## src/common/rob_pkg.sv

```systemverilog
`default_nettype none

package rob_pkg;

    // default buffer depth, any power of two
    localparam int ROB_DEPTH = 8;

    // instruction classes tracked by the buffer
    typedef enum logic [2:0] {
        OP_ALU    = 3'd0,
        OP_LOAD   = 3'd1,
        OP_SW     = 3'd2,
        OP_SH     = 3'd3,
        OP_SB     = 3'd4,
        OP_BRANCH = 3'd5
    } op_t;

    // architectural register index
    typedef logic [4:0] reg_idx_t;

    // byte offset of an address within its word
    typedef logic [1:0] byte_off_t;

    // store byte enables
    typedef logic [3:0] wmask_t;

    // instruction as sent by the instruction queue
    typedef struct packed {
        op_t      op;
        reg_idx_t rd;
        reg_idx_t st_src;
        logic     pred_taken;
    } dispatch_t;

    // what one slot shows to the commit unit
    // rd holds the store source for store ops
    typedef struct packed {
        op_t      op;
        reg_idx_t rd;
        logic     pred_taken;
        logic     taken;
        logic     valid;
        logic     allocated;
    } entry_state_t;

    // commit side outputs toward regfile and store path
    typedef struct packed {
        logic     regfile_load;
        op_t      commit_type;
        reg_idx_t rd_commit;
        reg_idx_t st_src_commit;
        wmask_t   wmask;
    } commit_t;

endpackage : rob_pkg

`default_nettype wire

```

## src/rob/rob_alloc.sv

```systemverilog
`timescale 1ns/10ps
`default_nettype none

module rob_alloc #(
    parameter int DEPTH = rob_pkg::ROB_DEPTH,
    localparam int TAG_W = $clog2(DEPTH)
) (
    input  logic                clk,
    input  logic                rst,
    input  logic                rob_load,
    input  rob_pkg::dispatch_t  dispatch,
    input  logic [DEPTH-1:0]    set_rob_valid,
    input  logic [TAG_W-1:0]    br_entry,
    input  logic                br_taken,
    input  logic                update_br,
    input  logic [DEPTH-1:0]    allocated,
    input  logic                mispredict,
    input  logic [TAG_W-1:0]    head_ptr,
    output logic [TAG_W-1:0]    curr_ptr,
    output logic [DEPTH-1:0]    alloc_we,
    output logic [DEPTH-1:0]    set_valid,
    output logic [DEPTH-1:0]    br_update,
    output rob_pkg::dispatch_t  entry_data,
    output logic                taken,
    output logic                rob_full
);

    // tail pointer
    // squash restarts allocation right behind the mispredicted branch
    always_ff @(posedge clk) begin
        if (rst) begin
            curr_ptr <= '0;
        end else if (mispredict) begin
            curr_ptr <= head_ptr + 1'b1;
        end else if (rob_load) begin
            curr_ptr <= curr_ptr + 1'b1;
        end
    end

    // one-hot strobes toward the slots
    always_comb begin
        alloc_we  = '0;
        br_update = '0;
        if (rob_load) begin
            alloc_we[curr_ptr] = 1'b1;
        end
        if (update_br) begin
            br_update[br_entry] = 1'b1;
        end
    end

    // completion only counts for live slots
    assign set_valid = set_rob_valid & allocated;

    // branch outcome shared by all slots, strobe picks the target
    assign taken = br_taken;

    // stores keep their data source in the register field
    always_comb begin
        entry_data = dispatch;
        if (dispatch.op inside {rob_pkg::OP_SW, rob_pkg::OP_SH, rob_pkg::OP_SB}) begin
            entry_data.rd = dispatch.st_src;
        end
    end

    // full when every slot is taken, or while squashing
    assign rob_full = (&allocated) | mispredict;

endmodule : rob_alloc

`default_nettype wire

```

## src/rob/rob_entry.sv

```systemverilog
`timescale 1ns/10ps
`default_nettype none

module rob_entry (
    input  logic                   clk,
    input  logic                   rst,
    input  logic                   alloc_we,
    input  rob_pkg::dispatch_t     entry_data,
    input  logic                   set_valid,
    input  logic                   br_update,
    input  logic                   taken,
    input  logic                   commit_clear,
    input  logic                   squash,
    output rob_pkg::entry_state_t  state
);

    // control state
    logic allocated_q;
    logic valid_q;
    logic taken_q;

    // instruction record
    rob_pkg::op_t      op_q;
    rob_pkg::reg_idx_t rd_q;
    logic              pred_q;

    // slot lifetime
    // clear wins over everything, then allocate, then updates
    always_ff @(posedge clk) begin
        if (rst) begin
            allocated_q <= 1'b0;
            valid_q     <= 1'b0;
            taken_q     <= 1'b0;
        end else if (commit_clear || squash) begin
            allocated_q <= 1'b0;
            valid_q     <= 1'b0;
            taken_q     <= 1'b0;
        end else if (alloc_we) begin
            allocated_q <= 1'b1;
            valid_q     <= 1'b0;
            // outcome starts as not taken
            taken_q     <= 1'b0;
        end else begin
            if (set_valid && allocated_q) begin
                valid_q <= 1'b1;
            end
            // branch unit result
            if (br_update && allocated_q) begin
                taken_q <= taken;
            end
        end
    end

    // record is only written on allocate
    always_ff @(posedge clk) begin
        if (alloc_we) begin
            op_q   <= entry_data.op;
            rd_q   <= entry_data.rd;
            pred_q <= entry_data.pred_taken;
        end
    end

    assign state.op         = op_q;
    assign state.rd         = rd_q;
    assign state.pred_taken = pred_q;
    assign state.taken      = taken_q;
    assign state.valid      = valid_q;
    assign state.allocated  = allocated_q;

endmodule : rob_entry

`default_nettype wire

```

## src/rob/rob_commit.sv

```systemverilog
`timescale 1ns/10ps
`default_nettype none

module rob_commit #(
    parameter int DEPTH = rob_pkg::ROB_DEPTH,
    localparam int TAG_W = $clog2(DEPTH)
) (
    input  logic                   clk,
    input  logic                   rst,
    input  rob_pkg::entry_state_t  entries [DEPTH],
    input  rob_pkg::byte_off_t     memaddr_offset,
    output logic [TAG_W-1:0]       head_ptr,
    output logic [DEPTH-1:0]       commit_clear,
    output logic                   squash,
    output logic                   mispredict,
    output logic                   ld_pc,
    output rob_pkg::commit_t       commit
);

    rob_pkg::entry_state_t head;
    logic head_ready;
    logic do_commit;
    logic writes_reg;

    // oldest instruction
    assign head = entries[head_ptr];

    // completed and still live
    assign head_ready = head.valid & head.allocated;

    // branch at head disagrees with its prediction
    assign mispredict = head_ready
                      & (head.op == rob_pkg::OP_BRANCH)
                      & (head.pred_taken != head.taken);

    // normal retirement, a mispredict replaces it
    assign do_commit = head_ready & ~mispredict;

    // only alu and load results go to the regfile
    assign writes_reg = head.op inside {rob_pkg::OP_ALU, rob_pkg::OP_LOAD};

    // head advances by one on commit and on mispredict alike
    always_ff @(posedge clk) begin
        if (rst) begin
            head_ptr <= '0;
        end else if (head_ready) begin
            head_ptr <= head_ptr + 1'b1;
        end
    end

    // free the retiring slot
    always_comb begin
        commit_clear = '0;
        if (do_commit) begin
            commit_clear[head_ptr] = 1'b1;
        end
    end

    // whole buffer goes on a mispredict
    assign squash = mispredict;
    // redirect fetch for one cycle
    assign ld_pc  = mispredict;

    // commit bundle
    always_comb begin
        commit.regfile_load  = do_commit & writes_reg;
        commit.commit_type   = head.op;
        commit.rd_commit     = head.rd;
        // stores hold their source in the register field
        commit.st_src_commit = head.rd;
        commit.wmask         = '0;
        if (do_commit) begin
            case (head.op)
                rob_pkg::OP_SW: commit.wmask = 4'b1111;
                // halfword lanes picked by the address offset
                rob_pkg::OP_SH: commit.wmask = 4'b0011 << memaddr_offset;
                rob_pkg::OP_SB: commit.wmask = 4'b0001 << memaddr_offset;
                default:        commit.wmask = '0;
            endcase
        end
    end

endmodule : rob_commit

`default_nettype wire

```

## src/rob/rob_top.sv

```systemverilog
`timescale 1ns/10ps
`default_nettype none

module rob_top #(
    parameter int DEPTH = rob_pkg::ROB_DEPTH,
    localparam int TAG_W = $clog2(DEPTH)
) (
    input  logic                clk,
    input  logic                rst,
    // dispatch from the instruction queue
    input  logic                rob_load,
    input  rob_pkg::dispatch_t  dispatch,
    output logic [TAG_W-1:0]    curr_ptr,
    // completion pulses from the reservation stations
    input  logic [DEPTH-1:0]    set_rob_valid,
    // branch unit result
    input  logic                update_br,
    input  logic [TAG_W-1:0]    br_entry,
    input  logic                br_taken,
    // address offset of the head store
    input  rob_pkg::byte_off_t  memaddr_offset,
    output logic [TAG_W-1:0]    head_ptr,
    output logic                rob_full,
    output logic [DEPTH-1:0]    status_rob_valid,
    output logic [DEPTH-1:0]    allocated_rob_entries,
    output rob_pkg::commit_t    commit,
    output logic                ld_pc
);

    // allocator to slots
    logic [DEPTH-1:0]      alloc_we;
    logic [DEPTH-1:0]      set_valid;
    logic [DEPTH-1:0]      br_update;
    rob_pkg::dispatch_t    entry_data;
    logic                  taken;

    // slots to commit unit
    rob_pkg::entry_state_t entries [DEPTH];

    // commit unit back to slots and allocator
    logic [DEPTH-1:0]      commit_clear;
    logic                  squash;
    logic                  mispredict;

    rob_alloc #(
        .DEPTH(DEPTH)
    ) u_alloc (
        .clk          (clk),
        .rst          (rst),
        .rob_load     (rob_load),
        .dispatch     (dispatch),
        .set_rob_valid(set_rob_valid),
        .br_entry     (br_entry),
        .br_taken     (br_taken),
        .update_br    (update_br),
        .allocated    (allocated_rob_entries),
        .mispredict   (mispredict),
        .head_ptr     (head_ptr),
        .curr_ptr     (curr_ptr),
        .alloc_we     (alloc_we),
        .set_valid    (set_valid),
        .br_update    (br_update),
        .entry_data   (entry_data),
        .taken        (taken),
        .rob_full     (rob_full)
    );

    // one slot per tag
    for (genvar i = 0; i < DEPTH; i++) begin : g_entry
        rob_entry u_entry (
            .clk         (clk),
            .rst         (rst),
            .alloc_we    (alloc_we[i]),
            .entry_data  (entry_data),
            .set_valid   (set_valid[i]),
            .br_update   (br_update[i]),
            .taken       (taken),
            .commit_clear(commit_clear[i]),
            .squash      (squash),
            .state       (entries[i])
        );

        // status vectors for the outside
        assign allocated_rob_entries[i] = entries[i].allocated;
        assign status_rob_valid[i]      = entries[i].valid;
    end

    rob_commit #(
        .DEPTH(DEPTH)
    ) u_commit (
        .clk           (clk),
        .rst           (rst),
        .entries       (entries),
        .memaddr_offset(memaddr_offset),
        .head_ptr      (head_ptr),
        .commit_clear  (commit_clear),
        .squash        (squash),
        .mispredict    (mispredict),
        .ld_pc         (ld_pc),
        .commit        (commit)
    );

endmodule : rob_top

`default_nettype wire

```

## config.mk

```make
export PLATFORM = sky130hd
export DESIGN_NAME = rob_top
export DESIGN_NICKNAME = d
export VERILOG_FILES = /design/src/common/rob_pkg.sv /design/src/rob/rob_alloc.sv /design/src/rob/rob_entry.sv /design/src/rob/rob_commit.sv /design/src/rob/rob_top.sv
export SDC_FILE = /design/constraint.sdc
export NUM_CORES = 1
export LEC_CHECK = 0
export BUFFER_PORTS_ARGS = -buffer_cell sky130_fd_sc_hd__buf_2
export CORE_AREA = 2 2 108 110
export CTS_BUF_LIST = sky130_fd_sc_hd__clkbuf_4 sky130_fd_sc_hd__clkbuf_8
export CTS_CLUSTER_SIZE = 10
export DETAILED_ROUTE_END_ITERATION = 10
export DIE_AREA = 0 0 110 112
export GPL_ROUTABILITY_DRIVEN = 0
export PLACE_DENSITY = 0.62
export SLEW_MARGIN = 0
export SYNTH_ARGS = -nofsm -noshare
export SYNTH_HDL_FRONTEND = slang
export SYNTH_SLANG_ARGS = --single-unit
export TNS_END_PERCENT = 50
```

## constraint.sdc

```tcl
create_clock -name clk -period 3.2 [get_ports clk]
set_clock_uncertainty 0.15 [all_clocks]
set_input_delay 0.32 -clock clk [delete_from_list [all_inputs] [get_ports clk]]
set_output_delay 0.32 -clock clk [all_outputs]
set_load 0.1 [all_outputs]
```

-- Word level (Yosys, flattened, before mapping)
Cells that the tools add are included.
- output and inout bits: 42
- input bits: 32
- bits in registers: 102
- word-level logic and storage cells: 144
- equal/unequal tests: 9
- mux-type cells: 17
- bitwise gates (word level): 9
- order comparisons: 7
- $add $sub $neg: 2
- shift operators: 2
- reductions and logical operators: 48
- operators with widths (operator ; count):
    $bmux 12 s3 ; 1
    $mux 12 ; 2
    $mux 8 ; 3
    $reduce_or 3->1 ; 8
    $logic_and 1x1->1 ; 19
    $reduce_or 2->1 ; 8
    $eq 3x2->1 const B ; 4
    $lt 3x4->1 const B ; 3
    $pmux 4 s3 ; 1
    $demux 1 s3 ; 3
    $eq 3x3->1 const B ; 3
    $ge 3x1->1 const B ; 3
    $and 8x8->8 ; 1
    $logic_or 1x1->1 ; 8
    $reduce_and 8->1 ; 1
    $add 3x1->3 const B ; 2
    $mux 3 ; 2
    $and 1x1->1 ; 5
    $mux 5 ; 1
    $ge 4x4->1 const B ; 1
    $mux 4 ; 1
    $not 3->4 ; 1
    $reduce_bool 2->1 ; 2
    $shl 1x2->4 const A ; 1
    8 further kinds ; 10

-- Longest topological paths before layout
Gate-level depths: netlist of the first run.
- depth after elaboration: 12
- depth in mapped cells: 8
- gate-level depth less buffers: 6

-- Hierarchy
From an unflattened synthesis of the first run, not the netlist that was laid out.
- cells, all modules: 413
- area, all modules: 5108.6 um^2
- modules (own cells, without submodules) (module ; area an instance (um^2) ; times used ; sequential area each (um^2) ; cells an instance):
    rob_entry ; 414.1 ; 8 ; 330.3 ; 24
    rob_commit ; 1288.7 ; 1 ; 60.1 ; 148
    rob_alloc ; 506.7 ; 1 ; 60.1 ; 73

-- Worst setup path after synthesis of the first run
No wires, ideal clock.
- kind: flip-flop to output port
- start point: reg u_commit.head_ptr[1]
- end point: out commit[3] in the netlist's numbering
- path buffers: 1
- cell stages (with the launch flop): 8
- data required time: 2730 ps
- data arrival time: 4600 ps
- path slack: -1870 ps
- cells stage by stage: dfxtp_1 > clkbuf_2 > mux4_2 > mux2i_1 > inv_1 > nor3b_1 > nand3_1 > a31oi_1
- RTL lines (item ; line ; RTL):
    from (decl) ; rob_commit.sv:12 ; output logic [TAG_W-1:0] head_ptr,
    from (signal assigned) ; rob_commit.sv:47 ; head_ptr <= head_ptr + 1'b1;
    to (decl) ; rob_top.sv:26 ; output rob_pkg::commit_t commit,

-- Worst setup path after layout of the first run
- start point: reg u_commit.head_ptr[0]
- end point: out ld_pc
- word-level cells in the longest chain between the ends: 7
- elaborated cells between the ends (all ways): 9
- classes of those cells: 2 x eq/ne; 3 x mux; 4 x bitwise
- RTL lines (item ; line ; RTL):
    $not 3->4 (implied by the code) (*) ; rob_commit.sv:26 ; assign head = entries[head_ptr];
    $bmux 12 s3 (*) ; rob_commit.sv:26 ;
    $mux 12 (implied by the code) (*) (2 in a row) ; rob_commit.sv:26 ;
    $eq 3x3->1 or $and 1x1->1 (tied branches) ; rob_commit.sv:33, rob_commit.sv:29 ;
    $and 1x1->1 ; rob_commit.sv:33 ; & (head.op == rob_pkg::OP_BRANCH)
    $and 1x1->1 (*) ; rob_commit.sv:34 ; & (head.pred_taken != head.taken);
    to (decl) ; rob_top.sv:27 ; output logic ld_pc
Mark *: on every way between the ends. The rest lies on a longest branch, timed or not. The select of a mux whose other input is x is not followed.

==> metrics.txt, run 1 <==
Finished Layout Cells=552; reg-to-reg critical path endpoint=g_entry[1].u_entry.taken_q$_SDFFE_PP0P_; Routed Antenna Nets=0; CP Launch Type=flop; Hold Path Depth=1; Logic pwr share=0.160; Nets=438; LEAKAGE=1.91 nW; Worst-Skew Late Latency=0.36 ns; FMAX=0.321 GHz; Max Slew Vio Count=0; P_int=0.00194 W; Clock power frac=0.304; leading area contributor after synthesis=edfxtp_1; Vert. Die Dim=112 um; clk sinks=102; number of hold violations in the final report=0; Die Area=12300 um^2; initial antenna violation count=0; critical path's largest stage delay=0.52 ns; pin count of the biggest net entering global routing=23; setup repair after global routing missed its margin=no; Main synth FF type=edfxtp_1; # port buffers=73; cell area after layout=5510 um^2; max-cap violation count=0; Sw Ratio=0.292; status=complete, no violations; WL per Instance=19.5 um; cell with the most instances after synthesis=edfxtp_1; crit path kind=reg -> out; clock slew at reported path FFs=0.09 ns; ant diodes=0; Initial Util=0.421; CTS Buffer Depth=2; Num CTS Buffers=9; worst-margin pin slew=0.824 ns; Via Count=3062; Worst Reg-to-Reg Cells=6; DP HPWL=7190 um; Final Util=0.493; period utilization=0.975; slew margin rel.=0.435; synthesized netlist cell count=338; CP cell instances=mux4_2 -> mux2_4 -> or3b_1 -> buf_4 -> nor3_4 -> buf_12; total chip power=0.00274 W; CP max stage cell=mux4_2; Die W=110 um; vias per inst=5.55; hold_sp=dispatch[0]; setup TNS=0 ns; ys async rst share=0; type of the worst min-delay path=in -> reg; vias in the first global route=3017; Finish-stage setup viols=0; CP required=2.73 ns; Post-synth EDFFs=72; TritonCTS clock tree=done; Initial DRC Count=196; Crit Path Max Fanout=6; most frequent cells after synthesis=72 x edfxtp_1, 30 x dfxtp_1, 23 x buf_4; register area share after synthesis=0.587; FF-to-FF Start=u_commit.head_ptr[0]$_SDFFE_PP0P_; Core Footprint=11200 um^2; minimum clock period=3.12 ns; Yosys top cell area share=0.459; first-pass GRT wire length=16800 um; P&R area growth vs syn=17.1%; final wirelength=10800 um; Pwr per Cell Area=497 nW/um^2; top cells by area, synth=edfxtp_1 46%, dfxtp_1 13%, mux4_2 9.6%; DP Area=5260 um^2; Synth Register Bits=102; layout cells sized above 1=0.386; Cell variety after synth=46; gr usage total=0.185; yosys warns=0; Switch Pwr=0.000801 W; worst vdd ir=0.194 mV; FP Rows=39; synthesized net count=372; Inst Count DP=534; total global routing overflow=0; Root Driver=clkbuf_8; first drt pass iteration count=4; mapped cell area=4710 um^2; CTS H-Tree Depth=3; # DRC=0; Avg Inst Size Synth=13.9 um^2; Seq pwr share=0.536; I/O pin total=74; Worst Setup End Kind=output port; Hold EP=g_entry[3].u_entry.pred_q$_DFFE_PP_; r2r setup slk=0.37 ns; critical path data arrival time=2.65 ns
## layout by cell type, fill, tap and decap left out, types with 3 or more instances in the layout
master,instances
edfxtp_1,72
buf_2,66
dfxtp_1,27
mux4_2,20
nor2_1,19
a21oi_1,16
buf_4,16
mux2i_1,15
mux2_2,13
nand2_1,12
xnor2_1,11
clkbuf_8,9
nand3_1,8
nor4_1,8
nor3_1,7
nand2b_1,6
nor2b_1,6
o21ai_0,6
nand4_1,5
buf_6,5
or3_1,4
inv_1,3
a2111oi_1,3
dfxtp_4,3
## per-layer routing
metal  GRT usage  part of all wire  vias up
met3      0.0363             0.045       18
met2       0.279              0.47       93
met4      0.0684             0.021        0
met1       0.266              0.46     1532
li1            -                 -     1419
met5           0                 0        -
## flip-flops by register name, indices dropped and copies added, names as in the netlist
name / count
g_entry.u_entry.rd_q: 40
g_entry.u_entry.op_q: 24
g_entry.u_entry.allocated_q: 8
u_alloc.curr_ptr: 3
g_entry.u_entry.valid_q: 8
g_entry.u_entry.pred_q: 8
g_entry.u_entry.taken_q: 8
u_commit.head_ptr: 3
## power by group through the flow
stage	clock, W	sequential, W	combinational (W)
2_1_floorplan	0	0.00152	0.000337
3_3_place_gp	0	0.00150	0.000434
3_5_place_dp	0	0.00150	0.000440
4_1_cts	0.000857	0.00147	0.000441
5_1_grt	0.000909	0.00147	0.000464
6_report	0.000833	0.00147	0.000440
## final cells by class
cell class	count	area [um^2]
well taps	143	179
fillers	937	5660
clock inverters	6	77.6
inverters	4	18.8
multi-input cells	197	1780
repair buffers	90	554
clock buffers	10	131
flip-flops and latches	102	2770
## logic make-up (layout without fill, tap and decap cells)
family                     after synthesis  after routing  synth area share
DFF                                    102            102             0.587
adders and majority gates                2              2           0.00531
xor gates and xnor gates                13             13            0.0242
buffers and inverters                   39            110            0.0553
muxes                                   50             50             0.164
AOI/OAI and AO/OA                       47             47            0.0683
and+or+nand+nor                         85             85            0.0964
## worst max-delay path: cells and delay by family, from the launching register on
family	cells	cell delay, ns
buf+inv	2	0.40
flops	1	0.41
mux	2	0.85
simple gates	2	0.62
## what timing repair did
| action | CTS | global route |
|---|---|---|
| hold buffers | 0 | 0 |
| buffers inserted | 1 | 1 |
| pin swaps | 1 | 0 |
| setup endpoints to repair | 5 | 7 |
| gates resized for setup | 4 | 6 |
## stage by stage
stage	hold WS, ns	worst slack (ns)
after floorplan	0.269	-0.362
after CTS	0.0707	0.0209
after global routing	0.0870	0.00347
after global placement	0.380	0.347
final	0.0872	0.0811
after detailed placement	0.380	0.261
## worst max-delay path by stage
stage | from | end | slack (ns) | cells past startpoint
floorplan | u_commit.head_ptr[0]$_SDFFE_PP0P_ | u_alloc.curr_ptr[0]$_SDFFE_PP0P_ | -0.36 | 7
global placement | u_commit.head_ptr[2]$_SDFFE_PP0P_ | commit[0] | 0.35 | 6
detailed placement | u_commit.head_ptr[2]$_SDFFE_PP0P_ | commit[0] | 0.26 | 6
CTS | u_commit.head_ptr[0]$_SDFFE_PP0P_ | commit[0] | 0.02 | 6
global route | u_commit.head_ptr[0]$_SDFFE_PP0P_ | ld_pc | 0.003 | 6
finish | u_commit.head_ptr[0]$_SDFFE_PP0P_ | ld_pc | 0.08 | 6
Power figures use the tool's default switching activity.
==> run 2, diff against run 1 <==
- CELL_PAD_IN_SITES_DETAIL_PLACEMENT: default -> 0
- CELL_PAD_IN_SITES_GLOBAL_PLACEMENT: default -> 1
- PLACE_DENSITY: 0.62 -> 0.74
==> run 2 against run 1 <==
  * Critical path depth increased by 1
  * Flip-flop and latch count unchanged
  * Register-to-register slack better by 0.13 ns
  * Utilization is the same
  * Maximum frequency rose by 1.6%
  * Largest cell class unchanged
  * Largest power group unchanged
  * Highest routed layer unchanged
==> metrics.txt, run 2 (synthesis results as in run 1) <==
status=complete, no violations; Hold Path Depth=1 (unchanged); Pwr per Cell Area=490 nW/um^2 (-1.5%); pre-CTS WS=0.203 ns (-0.0573 ns); number of hold violations in the final report=0 (unchanged); vias per inst=5.48 (-1.3%); Root Driver=clkbuf_8; max-cap violation count=0 (unchanged); Vert. Die Dim=112 um (unchanged); slew margin rel.=0.485 (+0.0495); TritonCTS clock tree=done; type of the worst min-delay path=in -> reg; Die Area=12300 um^2 (unchanged); Nets=440 (+0.46%); Worst-Skew Late Latency=0.37 ns (about the same); Clock power frac=0.292 (-0.012); FMAX=0.326 GHz (+1.6%); CP Launch Type=flop; total global routing overflow=0 (unchanged); Most flops, register=g_entry.u_entry.rd_q; Num CTS Buffers=9 (unchanged); Max Slew Vio Count=0 (unchanged); WL per Instance=19.5 um (+0.24%); first-pass GRT wire length=16800 um (+0.20%); initial antenna violation count=0 (unchanged); layout cells sized above 1=0.392 (+0.00542); cell area after layout=5510 um^2 (unchanged); pin count of the biggest net entering global routing=24 (+4.3%); LEAKAGE=1.92 nW (+0.27%); Core Footprint=11200 um^2 (unchanged); top flop regs=g_entry.u_entry.rd_q x40, g_entry.u_entry.op_q x24; CTS H-Tree Depth=3 (unchanged); Seq pwr share=0.544 (+0.008); gr usage total=0.185 (-0.000250); Sw Ratio=0.310 (+0.0181); Finish-stage setup viols=0 (unchanged); FP Rows=39 (unchanged); Initial DRC Count=161 (-18%); I/O pin total=74 (unchanged); worst-margin pin slew=0.752 ns (-0.0722 ns); P&R area growth vs syn=17.1% (unchanged); crit path kind=reg -> out; Logic pwr share=0.164 (+0.004); worst vdd ir=0.217 mV (+12%); Die W=110 um (unchanged); Post-CTS Hold Buffers=0 (unchanged); Routed Antenna Nets=0 (unchanged); Switch Pwr=0.000838 W (+4.5%); Worst Reg-to-Reg Cells=6 (unchanged); vias in the first global route=2985 (-1.1%); Via Count=3034 (-0.91%); setup repair after global routing missed its margin=no; Crit Path Max Fanout=6 (unchanged); critical path data arrival time=2.60 ns (-0.05 ns); ant diodes=0 (unchanged); DP HPWL=7110 um (-1.2%); minimum clock period=3.07 ns (-0.0484 ns); # DRC=0 (unchanged); clock slew at reported path FFs=0.10 ns (about the same); final wirelength=10800 um (+0.60%); CTS Buffer Depth=2 (unchanged); r2r setup slk=0.50 ns (+0.13 ns); commonest non-fill, non-tap cell in the layout=edfxtp_1; period utilization=0.960 (-0.0151); DP Area=5260 um^2 (unchanged); P_int=0.00186 W (-4.1%); Worst Setup End Kind=output port; commonest non-fill, non-tap cells in the layout=72 x edfxtp_1, 67 x buf_2, 27 x dfxtp_1, 20 x mux4_2, 20 x buf_4; clk sinks=102 (unchanged); Finished Layout Cells=554 (+0.36%); setup ws final=0.129 ns (+0.0484 ns); Initial Util=0.421 (unchanged); # port buffers=73 (unchanged); Inst Count DP=534 (unchanged); first drt pass iteration count=4 (unchanged); max reg flops=40 (unchanged); CP required=2.73 ns (about the same)
run 2: changes by cell type in the layout (fill, tap and decap cells not counted), sizes merged:
cell	change
buf	+3
clkbuf	-2
bufinv	-1
clkinv	+1
inv	+1
run 2: critical path, stage by stage (launching register included):
cell and delay, ns:
dfxtp_4 0.42, buf_12 0.12, mux4_2 0.48, mux2_2 0.34, nor2b_2 0.23, o21ai_0 0.20
a21oi_4 0.15, buf_4 0.30
run 2: final cells by class:
cell class                      count  area, um^2
Fill cell                         995        5660
Sequential cell                   102        2770
Multi-Input combinational cell    197        1780
Timing Repair Buffer               92         568
Tap cell                          143         179
Clock buffer                        9         124
Clock inverter                      7        68.8
Inverter                            4        18.8
run 2: worst paths after layout:
kind                                                start                                      end
setup / recovery        u_commit.head_ptr[0]$_SDFFE_PP0P_                                commit[0]
hold / removal                                dispatch[0]      g_entry[6].u_entry.pred_q$_DFFE_PP_
setup reg to reg        u_commit.head_ptr[0]$_SDFFE_PP0P_  g_entry[1].u_entry.valid_q$_SDFFE_PP0P_
hold reg to reg   g_entry[7].u_entry.valid_q$_SDFFE_PP0P_  g_entry[7].u_entry.valid_q$_SDFFE_PP0P_
run 2: per-stage QoR:
stage,setup TNS (ns),util,total power (W),hold slack (ns)
after global placement,0,0.470,0.00193,0.373
after floorplan,-2.54,-,0.00185,0.269
after detailed placement,0,0.470,0.00194,0.373
after CTS,0,0.493,0.00272,0.0814
after global routing,0,0.493,0.00279,0.0754
final,0,0.493,0.00270,0.0891
run 2: power groups by stage:
stage | clock network, W | registers [W] | logic (W)
2_1_floorplan | 0 | 0.00152 | 0.000337
3_3_place_gp | 0 | 0.00150 | 0.000434
3_5_place_dp | 0 | 0.00150 | 0.000438
4_1_cts | 0.000805 | 0.00147 | 0.000445
5_1_grt | 0.000855 | 0.00147 | 0.000467
6_report | 0.000787 | 0.00147 | 0.000443
run 2: layer usage:
layer  wire, um  vias to the layer above  GRT usage
met4        124                        0     0.0616
met5          0                        -          0
met3        483                        9     0.0351
met2       5170                       73      0.284
met1       5050                     1541      0.264
li1           -                     1411          -
run 2: repair_timing:
item,CTS,global route
endpoints found under the hold margin,0,0
endpoints found under the setup margin,5,2
buffers inserted,4,0
resized for setup,6,1
pin swaps,0,1
==> run 3, diff against run 2 <==
- CORE_AREA: 2 2 108 110 -> 2 2 124 96
- DIE_AREA: 0 0 110 112 -> 0 0 126 98
==> run 3 against run 2 <==
  * First-iteration DRC count increased by 9.3%
  * Clock power increased by 7.6%
  * Clock-buffer cell count unchanged
  * Flip-flop and latch count unchanged
  * Worst hold slack got worse by 0.017 ns
  * Die area increased by 0.23%
  * Non-clock buffer count increased by 6
  * Via count increased by 2.4%
  * Power increased by 2.4%
  * Setup slack got worse by 0.073 ns
  * Register-to-register slack got worse by 0.05 ns
  * Sequential power about the same
  * Critical path type unchanged
  * Largest power group unchanged
==> metrics.txt, run 3 (synthesis results as in run 1) <==
r2r setup slk=0.45 ns (-0.05 ns); Num CTS Buffers=9 (unchanged); max-cap violation count=0 (unchanged); LEAKAGE=1.97 nW (+2.6%); Switch Pwr=0.000831 W (-0.82%); gr usage total=0.187 (+0.00184); TritonCTS clock tree=done; commonest non-fill, non-tap cell in the layout=edfxtp_1; slew margin rel.=0.444 (-0.0403); type of the worst min-delay path=in -> reg; Pwr per Cell Area=495 nW/um^2 (+1.0%); Finished Layout Cells=561 (+1.3%); Die W=126 um (+15%); vias per inst=5.54 (+1.1%); period utilization=0.982 (+0.0229); Core Footprint=11200 um^2 (+0.50%); setup ws final=0.0563 ns (-0.0732 ns); vias in the first global route=3100 (+3.9%); Crit Path Max Fanout=6 (unchanged); Seq pwr share=0.531 (-0.013); Worst Reg-to-Reg Cells=6 (unchanged); Logic pwr share=0.163 (about the same); FF-to-FF Start=u_commit.head_ptr[0]$_SDFFE_PP0P_; Max Slew Vio Count=0 (unchanged); top flop regs=g_entry.u_entry.rd_q x40, g_entry.u_entry.op_q x24; initial antenna violation count=0 (unchanged); setup TNS=0 ns (unchanged); met2 Resource Use GR=0.294 (+0.00938); grt met1 use=0.271 (+0.00740); Routed Antenna Nets=0 (unchanged); # port buffers=73 (unchanged); total global routing overflow=0 (unchanged); clock slew at reported path FFs=0.10 ns (about the same); P_int=0.00193 W (+3.9%); Vert. Die Dim=98 um (-13%); I/O pin total=74 (unchanged); P&R area growth vs syn=18.7%; layout cells sized above 1=0.403 (+0.0112); CP required=2.73 ns (about the same); crit path to=ld_pc; worst-margin pin slew=0.811 ns (+0.0588 ns); FMAX=0.318 GHz (-2.3%); Reg area=2770 um^2 (unchanged); Nets=446 (+1.4%); # DRC=0 (unchanged); pre-CTS WS=0.276 ns (+0.0729 ns); Worst Setup End Kind=output port; max reg flops=40 (unchanged); commonest non-fill, non-tap cells in the layout=72 x edfxtp_1, 66 x buf_2, 27 x dfxtp_1, 24 x buf_4, 20 x mux4_2; CTS Buffer Depth=2 (unchanged); DP HPWL=7500 um (+5.6%); CP Launch Type=flop; Most flops, register=g_entry.u_entry.rd_q; Worst-Skew Late Latency=0.37 ns (about the same); Sw Ratio=0.301 (-0.00986); WL per Instance=20.1 um (+2.6%); status=complete, no violations; Layout fillers=998 (+0.30%); minimum clock period=3.14 ns (+0.0732 ns); ant diodes=0 (unchanged); total chip power=0.00276 W (+2.4%); Die Area=12300 um^2 (+0.23%); Finish-stage setup viols=0 (unchanged); number of hold violations in the final report=0 (unchanged); first drt pass iteration count=4 (unchanged); Via Count=3106 (+2.4%); Clock power frac=0.306 (+0.014); FP Rows=34 (-13%); first-pass GRT wire length=17600 um (+4.8%); crit path kind=reg -> out; area of the multi-input gates=1790 um^2 (+0.42%); pin count of the biggest net entering global routing=26 (+8.3%); final wirelength=11300 um (+3.9%); critical path data arrival time=2.67 ns (+0.07 ns); worst vdd ir=0.230 mV (+5.9%); reg-to-reg critical path endpoint=g_entry[1].u_entry.valid_q$_SDFFE_PP0P_; Inst Count DP=537 (+0.56%); GR Util met3=0.0351 (-0.0000603); Initial DRC Count=176 (+9.3%); Initial Util=0.419 (-0.00211); GRT Max-Usage Layer=met2; CTS H-Tree Depth=3 (unchanged); clk sinks=102 (unchanged); crit path launch=u_commit.head_ptr[0]$_SDFFE_PP0P_; Root Driver=clkbuf_8
==> run 3: changes by cell type in the layout (fill, tap and decap cells not counted), sizes merged <==
cell and delta:
buf +6, bufinv +1, clkinv -1, clkinvlp -1
inv +1
==> run 3: cell type report <==
type                    count  share of cell area
flip-flops and latches    102               0.496
multi-input cells         197               0.320
repair buffers             98               0.112
well taps                 144              0.0322
clock buffers               9              0.0222
clock inverters             7              0.0139
inverters                   4             0.00336
==> run 3: through the flow <==
step	cell area, um^2	utilization	hold slack [ns]
finish	5590	0.498	0.0718
global route	5590	0.498	0.0791
CTS	5500	0.490	0.0618
detailed placement	5270	0.469	0.373
global placement	5270	0.469	0.370
floorplan	4820	-	0.269
==> run 3: how the worst min path moves through the flow <==
stage	startpoint	slack [ns]	cells after the start	endpoint
after global placement	g_entry[7].u_entry.valid_q$_SDFFE_PP0P_	0.37	2	g_entry[7].u_entry.valid_q$_SDFFE_PP0P_
after global routing	dispatch[0]	0.08	1	g_entry[7].u_entry.pred_q$_DFFE_PP_
after floorplan	dispatch[11]	0.27	0	g_entry[0].u_entry.op_q[0]$_DFFE_PP_
final	dispatch[0]	0.07	1	g_entry[7].u_entry.pred_q$_DFFE_PP_
after detailed placement	g_entry[7].u_entry.valid_q$_SDFFE_PP0P_	0.37	2	g_entry[7].u_entry.valid_q$_SDFFE_PP0P_
after CTS	dispatch[0]	0.06	1	g_entry[7].u_entry.pred_q$_DFFE_PP_
==> run 3: repair_timing <==
| item | in CTS | in global routing |
|---|---|---|
| buffers inserted | 0 | 8 |
| hold buffers | 0 | 0 |
| resized for setup | 9 | 4 |
| pin swaps | 1 | 1 |
| endpoints found under the setup margin | 6 | 7 |
| hold endpoints to repair | 0 | 0 |
==> run 3: worst max-delay path, cell delays in order, from the launching register on <==
cell	delay [ns]
dfxtp_4	0.40
mux4_2	0.52
mux2_4	0.33
or3b_4	0.40
buf_4	0.18
nor3_4	0.26
buf_12	0.21
==> run 3: per-layer routing <==
| metal | up-vias | share of wire | wire length (um) |
|---|---|---|---|
| li1 | 1436 | - | - |
| met1 | 1574 | 0.48 | 5450 |
| met2 | 84 | 0.46 | 5180 |
| met3 | 12 | 0.045 | 506 |
| met4 | 0 | 0.0096 | 108 |
| met5 | - | 0 | 0 |
==> run 3: power by group through the flow <==
| stage | Combinational, W | Clock [W] | Sequential [W] |
|---|---|---|---|
| floorplan | 0.000337 | 0 | 0.00152 |
| global placement | 0.000434 | 0 | 0.00150 |
| detailed placement | 0.000442 | 0 | 0.00150 |
| CTS | 0.000444 | 0.000864 | 0.00147 |
| finish | 0.000450 | 0.000847 | 0.00147 |
| global route | 0.000473 | 0.000919 | 0.00147 |
